===== config.mk =====
export PLATFORM = sky130hd
export DESIGN_NAME = instrDecodePipe
export DESIGN_NICKNAME = d
export VERILOG_FILES = /design/src/verilog/isaPkg.sv /design/src/verilog/ctrlPkg.sv /design/src/verilog/decodeStage.sv /design/src/verilog/branchStage.sv /design/src/verilog/exceptionStage.sv /design/src/verilog/instrDecodePipe.sv
export SDC_FILE = /design/constraint.sdc
export NUM_CORES = 1
export LEC_CHECK = 0
export CAP_MARGIN = 20
export CORE_MARGIN = 10
export CORE_UTILIZATION = 54
export CTS_BUF_LIST = sky130_fd_sc_hd__clkbuf_16
export DETAILED_ROUTE_END_ITERATION = 16
export DONT_BUFFER_PORTS = 1
export GPL_TIMING_DRIVEN = 0
export PLACE_DENSITY = 0.78
export SKIP_LAST_GASP = 1
export SLEW_MARGIN = 30
export SYNTH_ARGS = -nofsm -noshare
export SYNTH_HDL_FRONTEND = slang
export SYNTH_SLANG_ARGS = --single-unit

===== constraint.sdc =====
create_clock -name clk -period 1.4 [get_ports clk]
set_input_delay 0.28 -clock clk [delete_from_list [all_inputs] [get_ports clk]]
set_output_delay 0.28 -clock clk [all_outputs]
set_load 0.01 [all_outputs]

===== src/verilog/isaPkg.sv =====
package isaPkg;

	//////////////////////////////
	// field types
	//////////////////////////////

	typedef logic [31:0] instrWord_t;
	typedef logic [5:0]  opcode_t;
	typedef logic [5:0]  funct_t;
	typedef logic [4:0]  regAddr_t;

	//////////////////////////////
	// major opcodes
	//////////////////////////////

	localparam opcode_t opSpecial = 6'b000000;
	localparam opcode_t opRegimm  = 6'b000001;
	localparam opcode_t opJ       = 6'b000010;
	localparam opcode_t opJal     = 6'b000011;
	localparam opcode_t opBeq     = 6'b000100;
	localparam opcode_t opBne     = 6'b000101;
	localparam opcode_t opBlez    = 6'b000110;
	localparam opcode_t opBgtz    = 6'b000111;
	localparam opcode_t opAddi    = 6'b001000;
	localparam opcode_t opAddiu   = 6'b001001;
	localparam opcode_t opSlti    = 6'b001010;
	localparam opcode_t opSltiu   = 6'b001011;
	localparam opcode_t opAndi    = 6'b001100;
	localparam opcode_t opOri     = 6'b001101;
	localparam opcode_t opXori    = 6'b001110;
	localparam opcode_t opLui     = 6'b001111;
	// the likely forms differ from the plain branches only in bit 4.
	localparam opcode_t opBeql    = 6'b010100;
	localparam opcode_t opBnel    = 6'b010101;
	localparam opcode_t opBlezl   = 6'b010110;
	localparam opcode_t opBgtzl   = 6'b010111;
	localparam opcode_t opLb      = 6'b100000;
	localparam opcode_t opLh      = 6'b100001;
	localparam opcode_t opLw      = 6'b100011;
	localparam opcode_t opLbu     = 6'b100100;
	localparam opcode_t opLhu     = 6'b100101;
	localparam opcode_t opSb      = 6'b101000;
	localparam opcode_t opSh      = 6'b101001;
	localparam opcode_t opSw      = 6'b101011;

	//////////////////////////////
	// SPECIAL funct codes
	//////////////////////////////

	localparam funct_t fnSll     = 6'b000000;
	localparam funct_t fnSrl     = 6'b000010;
	localparam funct_t fnSra     = 6'b000011;
	localparam funct_t fnSllv    = 6'b000100;
	localparam funct_t fnSrlv    = 6'b000110;
	localparam funct_t fnSrav    = 6'b000111;
	localparam funct_t fnJr      = 6'b001000;
	localparam funct_t fnJalr    = 6'b001001;
	localparam funct_t fnSyscall = 6'b001100;
	localparam funct_t fnBreak   = 6'b001101;
	localparam funct_t fnAdd     = 6'b100000;
	localparam funct_t fnAddu    = 6'b100001;
	localparam funct_t fnSub     = 6'b100010;
	localparam funct_t fnSubu    = 6'b100011;
	localparam funct_t fnAnd     = 6'b100100;
	localparam funct_t fnOr      = 6'b100101;
	localparam funct_t fnXor     = 6'b100110;
	localparam funct_t fnNor     = 6'b100111;
	localparam funct_t fnSlt     = 6'b101010;
	localparam funct_t fnSltu    = 6'b101011;

	// REGIMM codes live in the rt field.
	// bit 0 picks gez over ltz, bit 1 marks likely and bit 4 marks link.
	localparam regAddr_t rtBltz    = 5'b00000;
	localparam regAddr_t rtBgez    = 5'b00001;
	localparam regAddr_t rtBltzl   = 5'b00010;
	localparam regAddr_t rtBgezl   = 5'b00011;
	localparam regAddr_t rtBltzal  = 5'b10000;
	localparam regAddr_t rtBgezal  = 5'b10001;
	localparam regAddr_t rtBltzall = 5'b10010;
	localparam regAddr_t rtBgezall = 5'b10011;

endpackage


===== src/verilog/ctrlPkg.sv =====
package ctrlPkg;

	//////////////////////////////
	// datapath encodings
	//////////////////////////////

	typedef enum logic [3:0] {
		aluAdd,
		aluAddu,
		aluSub,
		aluSubu,
		aluAnd,
		aluOr,
		aluXor,
		aluNor,
		aluSll,
		aluSrl,
		aluSra,
		aluSlt,
		aluSltu,
		aluNone
	} aluOp_t;

	typedef enum logic [1:0] {extZero, extSign, extUpper} extOp_t;

	typedef enum logic [1:0] {destRt, destRd, destLink} destSel_t;

	typedef enum logic [1:0] {wbAlu, wbMem, wbLink, wbUpper} wbSel_t;

	typedef enum logic [2:0] {
		memByte,
		memByteUnsigned,
		memHalf,
		memHalfUnsigned,
		memWord
	} memSize_t;

	//////////////////////////////
	// control flow
	//////////////////////////////

	typedef enum logic [1:0] {
		npcSequential,
		npcBranch,
		npcJumpImmediate,
		npcJumpRegister
	} npcOp_t;

	typedef enum logic [3:0] {
		brNone,
		brEq,
		brNe,
		brLez,
		brGtz,
		brLtz,
		brGez,
		brJump,
		brJumpReg
	} branchKind_t;

	// sign of register rs, as reported by the comparator.
	typedef enum logic [1:0] {signZero, signPositive, signNegative} cmpSign_t;

	typedef logic [4:0] excCode_t;

	localparam excCode_t excSys = 5'd8;
	localparam excCode_t excBp  = 5'd9;
	localparam excCode_t excRi  = 5'd10;

	//////////////////////////////
	// structs between stages
	//////////////////////////////

	typedef struct packed {
		logic     notEqual;
		cmpSign_t rsSign;
	} cmpFlags_t;

	typedef struct packed {
		logic     valid;
		excCode_t code;
	} fetchFault_t;

	// bSelImm selects the extended immediate as ALU operand B.
	typedef struct packed {
		aluOp_t   aluOp;
		extOp_t   extOp;
		logic     bSelImm;
		logic     regWrite;
		destSel_t destSel;
		wbSel_t   wbSel;
		logic     memRead;
		logic     memWrite;
		memSize_t memSize;
	} datapathCtrl_t;

	localparam datapathCtrl_t dpIdle = '{
		aluOp: aluNone, extOp: extZero, bSelImm: 1'b0, regWrite: 1'b0,
		destSel: destRt, wbSel: wbAlu, memRead: 1'b0, memWrite: 1'b0,
		memSize: memWord
	};

	typedef struct packed {
		datapathCtrl_t dp;
		branchKind_t   branchKind;
		logic          likely;
		logic          reservedOp;
		logic          breakOp;
		logic          syscallOp;
		cmpFlags_t     cmpFlags;
		fetchFault_t   fetchFault;
	} decodedOp_t;

	typedef struct packed {
		decodedOp_t dec;
		npcOp_t     npcOp;
		logic       jump;
		logic       likelyFlush;
	} resolvedOp_t;

	typedef struct packed {
		datapathCtrl_t dp;
		npcOp_t        npcOp;
		logic          jump;
		logic          likelyFlush;
		logic          exception;
		excCode_t      excCode;
		logic          isBD;
	} ctrlWord_t;

endpackage


===== src/verilog/decodeStage.sv =====
`timescale 1ns/100ps

module decodeStage #(
	parameter bit SupportLikely = 1'b1
) (
	input  logic                 clk,
	input  logic                 rst,
	input  logic                 inValid,
	input  isaPkg::instrWord_t   instr,
	input  ctrlPkg::cmpFlags_t   cmpFlags,
	input  ctrlPkg::fetchFault_t fetchFault,
	output logic                 decValid,
	output ctrlPkg::decodedOp_t  dec
);
	import isaPkg::*;
	import ctrlPkg::*;

	opcode_t    op;
	regAddr_t   rt;
	funct_t     fn;
	decodedOp_t decNext;

	// register and immediate ALU forms.
	// immediate forms write rt, register forms write rd.
	function automatic datapathCtrl_t aluCtrl(aluOp_t alu, extOp_t ext, logic useImm);
		datapathCtrl_t c;
		c = dpIdle;
		c.aluOp = alu;
		c.extOp = ext;
		c.bSelImm = useImm;
		c.regWrite = 1'b1;
		c.destSel = useImm ? destRt : destRd;
		return c;
	endfunction

	// address is always base plus sign-extended offset.
	function automatic datapathCtrl_t memCtrl(logic load, memSize_t size);
		datapathCtrl_t c;
		c = dpIdle;
		c.aluOp = aluAdd;
		c.extOp = extSign;
		c.bSelImm = 1'b1;
		c.memRead = load;
		c.memWrite = !load;
		c.memSize = size;
		c.regWrite = load;
		c.wbSel = load ? wbMem : wbAlu;
		return c;
	endfunction

	function automatic datapathCtrl_t linkCtrl(destSel_t dest);
		datapathCtrl_t c;
		c = dpIdle;
		c.regWrite = 1'b1;
		c.destSel = dest;
		c.wbSel = wbLink;
		return c;
	endfunction

	assign op = instr[31:26];
	assign rt = instr[20:16];
	assign fn = instr[5:0];

	//////////////////////////////
	// instruction classification
	//////////////////////////////

	// shifts by shamt and by rs share an ALU op.
	// the datapath tells them apart by funct bit 2.
	always_comb begin
		decNext = '{dp: dpIdle, branchKind: brNone, likely: 1'b0, reservedOp: 1'b0,
			breakOp: 1'b0, syscallOp: 1'b0, cmpFlags: cmpFlags, fetchFault: fetchFault};
		case (op)
			opSpecial: begin
				case (fn)
					fnAdd:         decNext.dp = aluCtrl(aluAdd, extZero, 1'b0);
					fnAddu:        decNext.dp = aluCtrl(aluAddu, extZero, 1'b0);
					fnSub:         decNext.dp = aluCtrl(aluSub, extZero, 1'b0);
					fnSubu:        decNext.dp = aluCtrl(aluSubu, extZero, 1'b0);
					fnAnd:         decNext.dp = aluCtrl(aluAnd, extZero, 1'b0);
					fnOr:          decNext.dp = aluCtrl(aluOr, extZero, 1'b0);
					fnXor:         decNext.dp = aluCtrl(aluXor, extZero, 1'b0);
					fnNor:         decNext.dp = aluCtrl(aluNor, extZero, 1'b0);
					fnSlt:         decNext.dp = aluCtrl(aluSlt, extZero, 1'b0);
					fnSltu:        decNext.dp = aluCtrl(aluSltu, extZero, 1'b0);
					fnSll, fnSllv: decNext.dp = aluCtrl(aluSll, extZero, 1'b0);
					fnSrl, fnSrlv: decNext.dp = aluCtrl(aluSrl, extZero, 1'b0);
					fnSra, fnSrav: decNext.dp = aluCtrl(aluSra, extZero, 1'b0);
					fnJr:          decNext.branchKind = brJumpReg;
					fnJalr: begin
						decNext.branchKind = brJumpReg;
						decNext.dp = linkCtrl(destRd);
					end
					fnBreak:       decNext.breakOp = 1'b1;
					fnSyscall:     decNext.syscallOp = 1'b1;
					default:       decNext.reservedOp = 1'b1;
				endcase
			end
			opRegimm: begin
				case (rt)
					rtBltz, rtBgez, rtBltzl, rtBgezl,
					rtBltzal, rtBgezal, rtBltzall, rtBgezall: begin
						decNext.branchKind = rt[0] ? brGez : brLtz;
						decNext.likely = rt[1];
						if (rt[4])
							decNext.dp = linkCtrl(destLink);
					end
					default: decNext.reservedOp = 1'b1;
				endcase
			end
			opJ:
				decNext.branchKind = brJump;
			opJal: begin
				decNext.branchKind = brJump;
				decNext.dp = linkCtrl(destLink);
			end
			// op bit 4 is the likely bit for the four compare branches.
			opBeq, opBeql: begin
				decNext.branchKind = brEq;
				decNext.likely = op[4];
			end
			opBne, opBnel: begin
				decNext.branchKind = brNe;
				decNext.likely = op[4];
			end
			opBlez, opBlezl: begin
				decNext.branchKind = brLez;
				decNext.likely = op[4];
			end
			opBgtz, opBgtzl: begin
				decNext.branchKind = brGtz;
				decNext.likely = op[4];
			end
			opAddi:  decNext.dp = aluCtrl(aluAdd, extSign, 1'b1);
			opAddiu: decNext.dp = aluCtrl(aluAddu, extSign, 1'b1);
			opSlti:  decNext.dp = aluCtrl(aluSlt, extSign, 1'b1);
			opSltiu: decNext.dp = aluCtrl(aluSltu, extSign, 1'b1);
			opAndi:  decNext.dp = aluCtrl(aluAnd, extZero, 1'b1);
			opOri:   decNext.dp = aluCtrl(aluOr, extZero, 1'b1);
			opXori:  decNext.dp = aluCtrl(aluXor, extZero, 1'b1);
			opLui: begin
				decNext.dp = aluCtrl(aluNone, extUpper, 1'b1);
				decNext.dp.wbSel = wbUpper;
			end
			opLb:    decNext.dp = memCtrl(1'b1, memByte);
			opLbu:   decNext.dp = memCtrl(1'b1, memByteUnsigned);
			opLh:    decNext.dp = memCtrl(1'b1, memHalf);
			opLhu:   decNext.dp = memCtrl(1'b1, memHalfUnsigned);
			opLw:    decNext.dp = memCtrl(1'b1, memWord);
			opSb:    decNext.dp = memCtrl(1'b0, memByte);
			opSh:    decNext.dp = memCtrl(1'b0, memHalf);
			opSw:    decNext.dp = memCtrl(1'b0, memWord);
			default: decNext.reservedOp = 1'b1;
		endcase

		// without likely support the likely encodings become reserved.
		if (decNext.likely && !SupportLikely) begin
			decNext.dp = dpIdle;
			decNext.branchKind = brNone;
			decNext.likely = 1'b0;
			decNext.reservedOp = 1'b1;
		end
	end

	always_ff @(posedge clk) begin
		if (!rst)
			decValid <= 1'b0;
		else
			decValid <= inValid;
	end

	always_ff @(posedge clk) begin
		dec <= decNext;
	end

endmodule


===== src/verilog/branchStage.sv =====
`timescale 1ns/100ps

module branchStage (
	input  logic                 clk,
	input  logic                 rst,
	input  logic                 decValid,
	input  ctrlPkg::decodedOp_t  dec,
	output logic                 resValid,
	output ctrlPkg::resolvedOp_t res
);
	import ctrlPkg::*;

	logic   taken;
	npcOp_t npcNext;

	//////////////////////////////
	// branch condition
	//////////////////////////////

	// jumps and non-branches never count as taken here.
	always_comb begin
		case (dec.branchKind)
			brEq:    taken = !dec.cmpFlags.notEqual;
			brNe:    taken = dec.cmpFlags.notEqual;
			brLez:   taken = dec.cmpFlags.rsSign != signPositive;
			brGtz:   taken = dec.cmpFlags.rsSign == signPositive;
			brLtz:   taken = dec.cmpFlags.rsSign == signNegative;
			brGez:   taken = dec.cmpFlags.rsSign != signNegative;
			default: taken = 1'b0;
		endcase
	end

	always_comb begin
		case (dec.branchKind)
			brJump:    npcNext = npcJumpImmediate;
			brJumpReg: npcNext = npcJumpRegister;
			default:   npcNext = taken ? npcBranch : npcSequential;
		endcase
	end

	always_ff @(posedge clk) begin
		if (!rst)
			resValid <= 1'b0;
		else
			resValid <= decValid;
	end

	// a likely branch that falls through kills its delay slot.
	always_ff @(posedge clk) begin
		res <= '{
			dec: dec,
			npcOp: npcNext,
			jump: npcNext != npcSequential,
			likelyFlush: dec.likely && !taken
		};
	end

endmodule


===== src/verilog/exceptionStage.sv =====
`timescale 1ns/100ps

module exceptionStage (
	input  logic                 clk,
	input  logic                 rst,
	input  logic                 resValid,
	input  ctrlPkg::resolvedOp_t res,
	output logic                 outValid,
	output ctrlPkg::ctrlWord_t   ctrl
);
	import ctrlPkg::*;

	logic          excHit;
	excCode_t      excSel;
	logic          prevBranch;
	logic          excQ;
	logic          jumpQ;
	logic          flushQ;
	logic          bdQ;
	datapathCtrl_t dpQ;
	npcOp_t        npcQ;
	excCode_t      codeQ;

	// fetch faults happened first, so they win over anything decoded.
	always_comb begin
		excHit = 1'b1;
		if (res.dec.fetchFault.valid)
			excSel = res.dec.fetchFault.code;
		else if (res.dec.reservedOp)
			excSel = excRi;
		else if (res.dec.breakOp)
			excSel = excBp;
		else if (res.dec.syscallOp)
			excSel = excSys;
		else begin
			excHit = 1'b0;
			excSel = '0;
		end
	end

	//////////////////////////////
	// flags and delay slot
	//////////////////////////////

	// bubbles raise no flags and leave the branch history alone.
	always_ff @(posedge clk) begin
		if (!rst) begin
			outValid <= 1'b0;
			prevBranch <= 1'b0;
			excQ <= 1'b0;
			jumpQ <= 1'b0;
			flushQ <= 1'b0;
		end else begin
			outValid <= resValid;
			excQ <= resValid && excHit;
			jumpQ <= resValid && res.jump;
			flushQ <= resValid && res.likelyFlush;
			if (resValid)
				prevBranch <= res.dec.branchKind != brNone;
		end
	end

	always_ff @(posedge clk) begin
		dpQ <= res.dec.dp;
		npcQ <= res.npcOp;
		codeQ <= excSel;
		bdQ <= prevBranch;
	end

	assign ctrl = '{dp: dpQ, npcOp: npcQ, jump: jumpQ, likelyFlush: flushQ,
		exception: excQ, excCode: codeQ, isBD: bdQ};

endmodule


===== src/verilog/instrDecodePipe.sv =====
`timescale 1ns/100ps

module instrDecodePipe #(
	parameter bit SupportLikely = 1'b1
) (
	input  logic                 clk,
	input  logic                 rst,
	input  logic                 inValid,
	input  isaPkg::instrWord_t   instr,
	input  ctrlPkg::cmpFlags_t   cmpFlags,
	input  ctrlPkg::fetchFault_t fetchFault,
	output logic                 outValid,
	output ctrlPkg::ctrlWord_t   ctrl
);
	import ctrlPkg::*;

	// three registered stages, so an accepted word comes out three cycles later.
	logic        decValid;
	decodedOp_t  dec;
	logic        resValid;
	resolvedOp_t res;

	decodeStage #(
		.SupportLikely(SupportLikely)
	) decodeStage_i (
		.clk(clk),
		.rst(rst),
		.inValid(inValid),
		.instr(instr),
		.cmpFlags(cmpFlags),
		.fetchFault(fetchFault),
		.decValid(decValid),
		.dec(dec)
	);

	branchStage branchStage_i (
		.clk(clk),
		.rst(rst),
		.decValid(decValid),
		.dec(dec),
		.resValid(resValid),
		.res(res)
	);

	exceptionStage exceptionStage_i (
		.clk(clk),
		.rst(rst),
		.resValid(resValid),
		.res(res),
		.outValid(outValid),
		.ctrl(ctrl)
	);

endmodule


Yosys cells after proc, flatten, opt, wreduce, memory -nomap -nowiden
Cells that the tools add are included.
{"block": "totals", "ff_bits": 100, "inputBits": 44, "out_inout_bits": 29, "wordCells": 168}
{"block": "op_classes", "n_eq_ne": 65, "muxes": 24, "n_reduce_logical": 24}
{"operator": "$pmux 17 s19", "n": 1}
{"operator": "$pmux 17 s14", "n": 1}
{"operator": "$eq 6x6->1 const B", "n": 18}
{"operator": "$eq 6x4->1 const B", "n": 12}
{"operator": "$eq 6x3->1 const B", "n": 7}
{"operator": "$pmux 4 s7", "n": 1}
{"operator": "$reduce_or 26->1", "n": 1}
{"operator": "$eq 6x2->1 const B", "n": 4}
{"operator": "$eq 6x5->1 const B", "n": 4}
{"operator": "$mux 22", "n": 1}
{"operator": "$eq 5x5->1 const B", "n": 4}
{"operator": "$reduce_or 20->1", "n": 1}
{"operator": "$reduce_or 2->1", "n": 9}
{"operator": "$eq 4x3->1 const B", "n": 4}
{"operator": "$reduce_or 8->1", "n": 2}
{"operator": "$mux 5", "n": 3}
{"operator": "$logic_not 6->1", "n": 2}
{"operator": "$eq 5x2->1 const B", "n": 2}
{"operator": "$mux 10", "n": 1}
{"operator": "$mux 1", "n": 9}
{"operator": "$eq 4x2->1 const B", "n": 2}
{"operator": "$mux 4", "n": 2}
{"operator": "$eq 6x1->1 const B", "n": 1}
{"operator": "$pmux 1 s6", "n": 1}
{"operator": "other kinds (16)", "n": 20}

Depth between registers and ports, before layout
{"block": "logic_depth", "word_depth": 5, "mapped_depth": 5, "ltp_nobuf": 4}

Hierarchy
From an unflattened synthesis, not the netlist that was laid out.
{"block": "hier_totals", "hier_cells": 256, "area_unflattened_um2": 3010.4}
{"module": "decodeStage", "instances": 1, "cells_per_inst": 148, "area_per_inst_um2": 1352.5, "seq_area_each_um2": 700.7}
{"module": "branchStage", "instances": 1, "cells_per_inst": 58, "area_per_inst_um2": 922.1, "seq_area_each_um2": 780.7}
{"module": "exceptionStage", "instances": 1, "cells_per_inst": 50, "area_per_inst_um2": 735.7, "seq_area_each_um2": 600.6}

Least setup slack after synthesis
No wires, ideal clock.
{"block": "synth_path", "path_type": "input port to flip-flop", "from": "in instr[31]", "to": "reg, netlist name decodeStage_i.dec[9]", "setup_time_ns": 0.092, "arrival_time_ns": 1.375, "required_ns": 1.308, "slack_ns": -0.067, "stages": 5, "path_buffers": 1, "cell_sequence": "buf_6 > or3_4 > nand3b_4 > or2_4 > nor4_1"}
{"block": "synth_between", "elab_chain_cells": 1}
{"element": "start, declared", "line": "instrDecodePipe.sv:9", "rtl": "input isaPkg::instrWord_t instr,"}
{"element": "$logic_not 6->1", "line": "decodeStage.sv:73", "rtl": "case (op)"}
Every way passes these cells.
A chain may end at the register's enable or synchronous reset.

Worst setup path in the final report
{"block": "layout_path", "from": "in instr[31]", "to": "reg, netlist name decodeStage_i.dec[10]"}
{"block": "layout_between", "elab_chain_cells": 1}
{"element": "$logic_not 6->1", "line": "decodeStage.sv:73"}
Every way passes these cells.

==> metrics.md <==
| Metric | Value |
|---|---|
| Final #Nets | 315 |
| Clk buf depth | 2 |
| Worst setup EP type | flip-flop |
| Int Power | 4.64 mW |
| CTS sink cnt | 100 |
| Slew Limit Fails | 0 |
| Worst-margin pin slew | 0.627 ns |
| First-pass GRT wire length | 8980 um |
| Vias in the first global route | 1,881 |
| Critical path launch point | instr[31] |
| Switching power | 1.16 mW |
| Gate Count Post-Synth | 251 |
| Pre-Repair DR Iteration Count | 4 |
| Postcts setup bufs | 0 |
| DRC viols | 0 |
| Power per Cell Area | 1670 mW/mm^2 |
| Delay of the slowest critical-path stage | 0.38 ns |
| Seq cells post-synth | 100 |
| Final ANT Viol Nets | 0 |
| CP startpoint kind | input pin |
| Commonest non-fill, non-tap cell in the layout | dfxtp_1 |
| Commonest cells after routing, fill and taps aside | dfxtp_1 (100), nor2_1 (20), nand2_1 (10), o21ai_0 (10) |
| Pin count of the biggest net entering global routing | 17 |
| Reg area | 0.00200 mm^2 |
| Hold Path Origin | instr[1] |
| WL/cell | 16.3 um |
| Final Hold Vio Count | 0 |
| Area grow syn2layout | 16.9% |
| RSZ-0062 raised after global routing | false |
| Core area | 0.00520 mm^2 |
| Die Y-Extent | 94.1 um |
| # IOs | 73 |
| Leakage | 1.45 nW |
| CP Class | input pin to flip-flop |
| FF-to-FF Start | decodeStage_i.dec[14] |
| Total Routed Length | 5620 um |
| Min-delay worst type | input pin to flip-flop |
| Post-layout util | 0.665 |
| Die ar. | 0.00885 mm^2 |
| Cts bufs inserted | 9 |
| Worst skew pair latency | 0.32 ns |
| GPL Wtd Cong | 0.905 |
| Clock tree from TritonCTS | done |
| CP arrival | 1.54 ns |
| Max frequency | 0.759 GHz |
| Port Buffers | 0 |
| Area of the multi-input gates | 821 um^2 |
| CP Cell Sequence | buf_8 -> or3_4 -> nand3b_4 -> or2_4 -> nor4_1 |
| Metal1 wirelength | 2350 um |
| Post-synth top area cell | dfxtp_1 |
| Power, Total | 5.79 mW |
| Met2 wire length | 2700 um |
| Max-cap viol count | 0 |
| YS warnings | 0 |
| Detailed Place HPWL | 3940 um |
| Setup tns final | 0 ns |
| Post-Syn Area | 0.00296 mm^2 |
| Worst Path Max Fanout | 10 |
| Pre-CTS WS | -0.249 ns |
| Comb power frac | 0.040 |
| Vias | 1,843 |
| DRT iter0 DRCs | 90 |
| Status | complete, no violations |
| Primary FF master, synth | dfxtp_1 |
| Clock network fraction of total power | 0.438 |
| Post-synthesis sequential area ratio | 0.676 |
| Post-Synthesis Net Count | 295 |
| Initial antenna violation count | 0 |
| Clock Pin Slew Worst Setup and Hold Paths | 0.07 ns |
| Seq pwr share | 0.522 |
| DR top layer | met4 |
| Final setup viols | 0 |
| Yosys top cell area share | 0.676 |
| Post-Syn Area per Cell | 11.8 um^2 |
| CTS H-tree lvls | 3 |
| Net Sw Frac | 0.200 |
| GRT Overall Usage | 0.130 |
| Crit share post-route | 0.941 |
| Final instance count without filler cells | 345 |
| Crit path max-delay cell type | or3_4 |
| Post-route setup slack | 0.0831 ns |
| Worst vdd ir | 984 uV |
| Total congestion overflow | 0 |
| Number of diodes | 0 |
| Share of cells above drive strength 1 | 0.127 |
| Clock Skews | 0.00503 ns |
| Async S/R FF share, synth | 0 |
| Placed Instances | 321 |
| Vias per inst | 5.34 |
| Yosys cell types | 45 |
| WL met3 | 461 um |
| Minimum clock period | 1.32 ns |
| Ranking of synthesized cells by area | dfxtp_1 (68%), nor2_1 (2.5%), o211ai_1 (1.8%) |
| Row count | 26 |
| Die Wd | 94.1 um |
| CP Data Required Time | 1.62 ns |
| Initial Util | 0.569 |
| Clock Tree Root | clkbuf_16 |
| EDFF count, synth | 0 |
| Fillcell total | 396 |
| Relative slew margins | 0.578 |
routing by layer:
metal / vias up / GRT usage
li1: 900 / -
met1: 866 / 0.145
met2: 68 / 0.207
met3: 9 / 0.0624
met4: 0 / 0.0595
met5: - / 0
repair_timing:
action                                 4_1_cts  5_1_grt
endpoints found under the hold margin        9        0
gates resized for setup                      0        2
hold buffers                                 9        0
setup endpoints to repair                    0        2
Yosys cell counts, types with 3 or more instances:
library cell  count
a2111oi_0         3
a21o_1            4
a21oi_1           8
and2_1            7
and3_1            5
buf_4             4
buf_6             3
clkbuf_8          3
dfxtp_1         100
inv_1             9
nand2_1          10
nand2b_1          8
nor2_1           20
nor2b_1           5
nor3b_1           4
nor4_1            5
o211ai_1          7
o21ai_0          10
power groups by stage:
| stage | Sequential, mW | Clock (mW) | Combinational (mW) |
|---|---|---|---|
| 6_report | 3.03 | 2.54 | 0.232 |
| 3_3_place_gp | 3.09 | 0 | 0.205 |
| 4_1_cts | 3.03 | 2.56 | 0.227 |
| 5_1_grt | 3.04 | 2.68 | 0.254 |
| 2_1_floorplan | 3.07 | 0 | 0.170 |
| 3_5_place_dp | 3.10 | 0 | 0.205 |
critical path, delay by kind of cell:
kind / cells / cell delay [ns]
and+or+nand+nor: 4 / 1.14
buffers and inverters: 1 / 0.11
registers in the layout, indices dropped and copies added, names as in the netlist:
register	count
branchStage_i.res	34
decodeStage_i.dec	34
exceptionStage_i.ctrl	17
exceptionStage_i.codeQ	5
exceptionStage_i.npcQ	2
branchStage_i.resValid	1
decodeStage_i.decValid	1
exceptionStage_i.bdQ	1
exceptionStage_i.excQ	1
exceptionStage_i.flushQ	1
exceptionStage_i.jumpQ	1
exceptionStage_i.outValid	1
exceptionStage_i.prevBranch	1
area by class of cell:
class                   count  share of cell area
clock inverters             6              0.0253
clock buffers               9              0.0650
inverters                   9             0.00975
well taps                  70              0.0253
flip-flops and latches    100               0.578
repair buffers              9              0.0260
plain buffers              12              0.0336
multi-input cells         130               0.237
final timing paths:
| path | slack (ns) | cells past startpoint | endpoint |
|---|---|---|---|
| max | 0.08 | 5 | decodeStage_i.dec[10] |
| min | 0.02 | 1 | decodeStage_i.dec[9] |
| max reg2reg | 0.15 | 4 | branchStage_i.res[0] |
| min reg2reg | 0.32 | 0 | exceptionStage_i.ctrl[19] |
kinds of logic after synthesis:
kind of cell / Yosys count / synth area share
buffers and inverters: 21 / 0.0494
AND/OR/NAND/NOR: 80 / 0.155
flip-flops: 100 / 0.676
multiplexers: 3 / 0.0110
AO/OA/AOI/OAI: 47 / 0.109
through the flow:
step	instance area (um^2)	hold slack, ns
after CTS	3460	0.0203
after floorplan	2970	0.308
after global placement	3050	0.308
after detailed placement	3050	0.308
final	3460	0.0174
after global routing	3460	0.00623
Note: power is estimated with default switching activity, not from simulation.
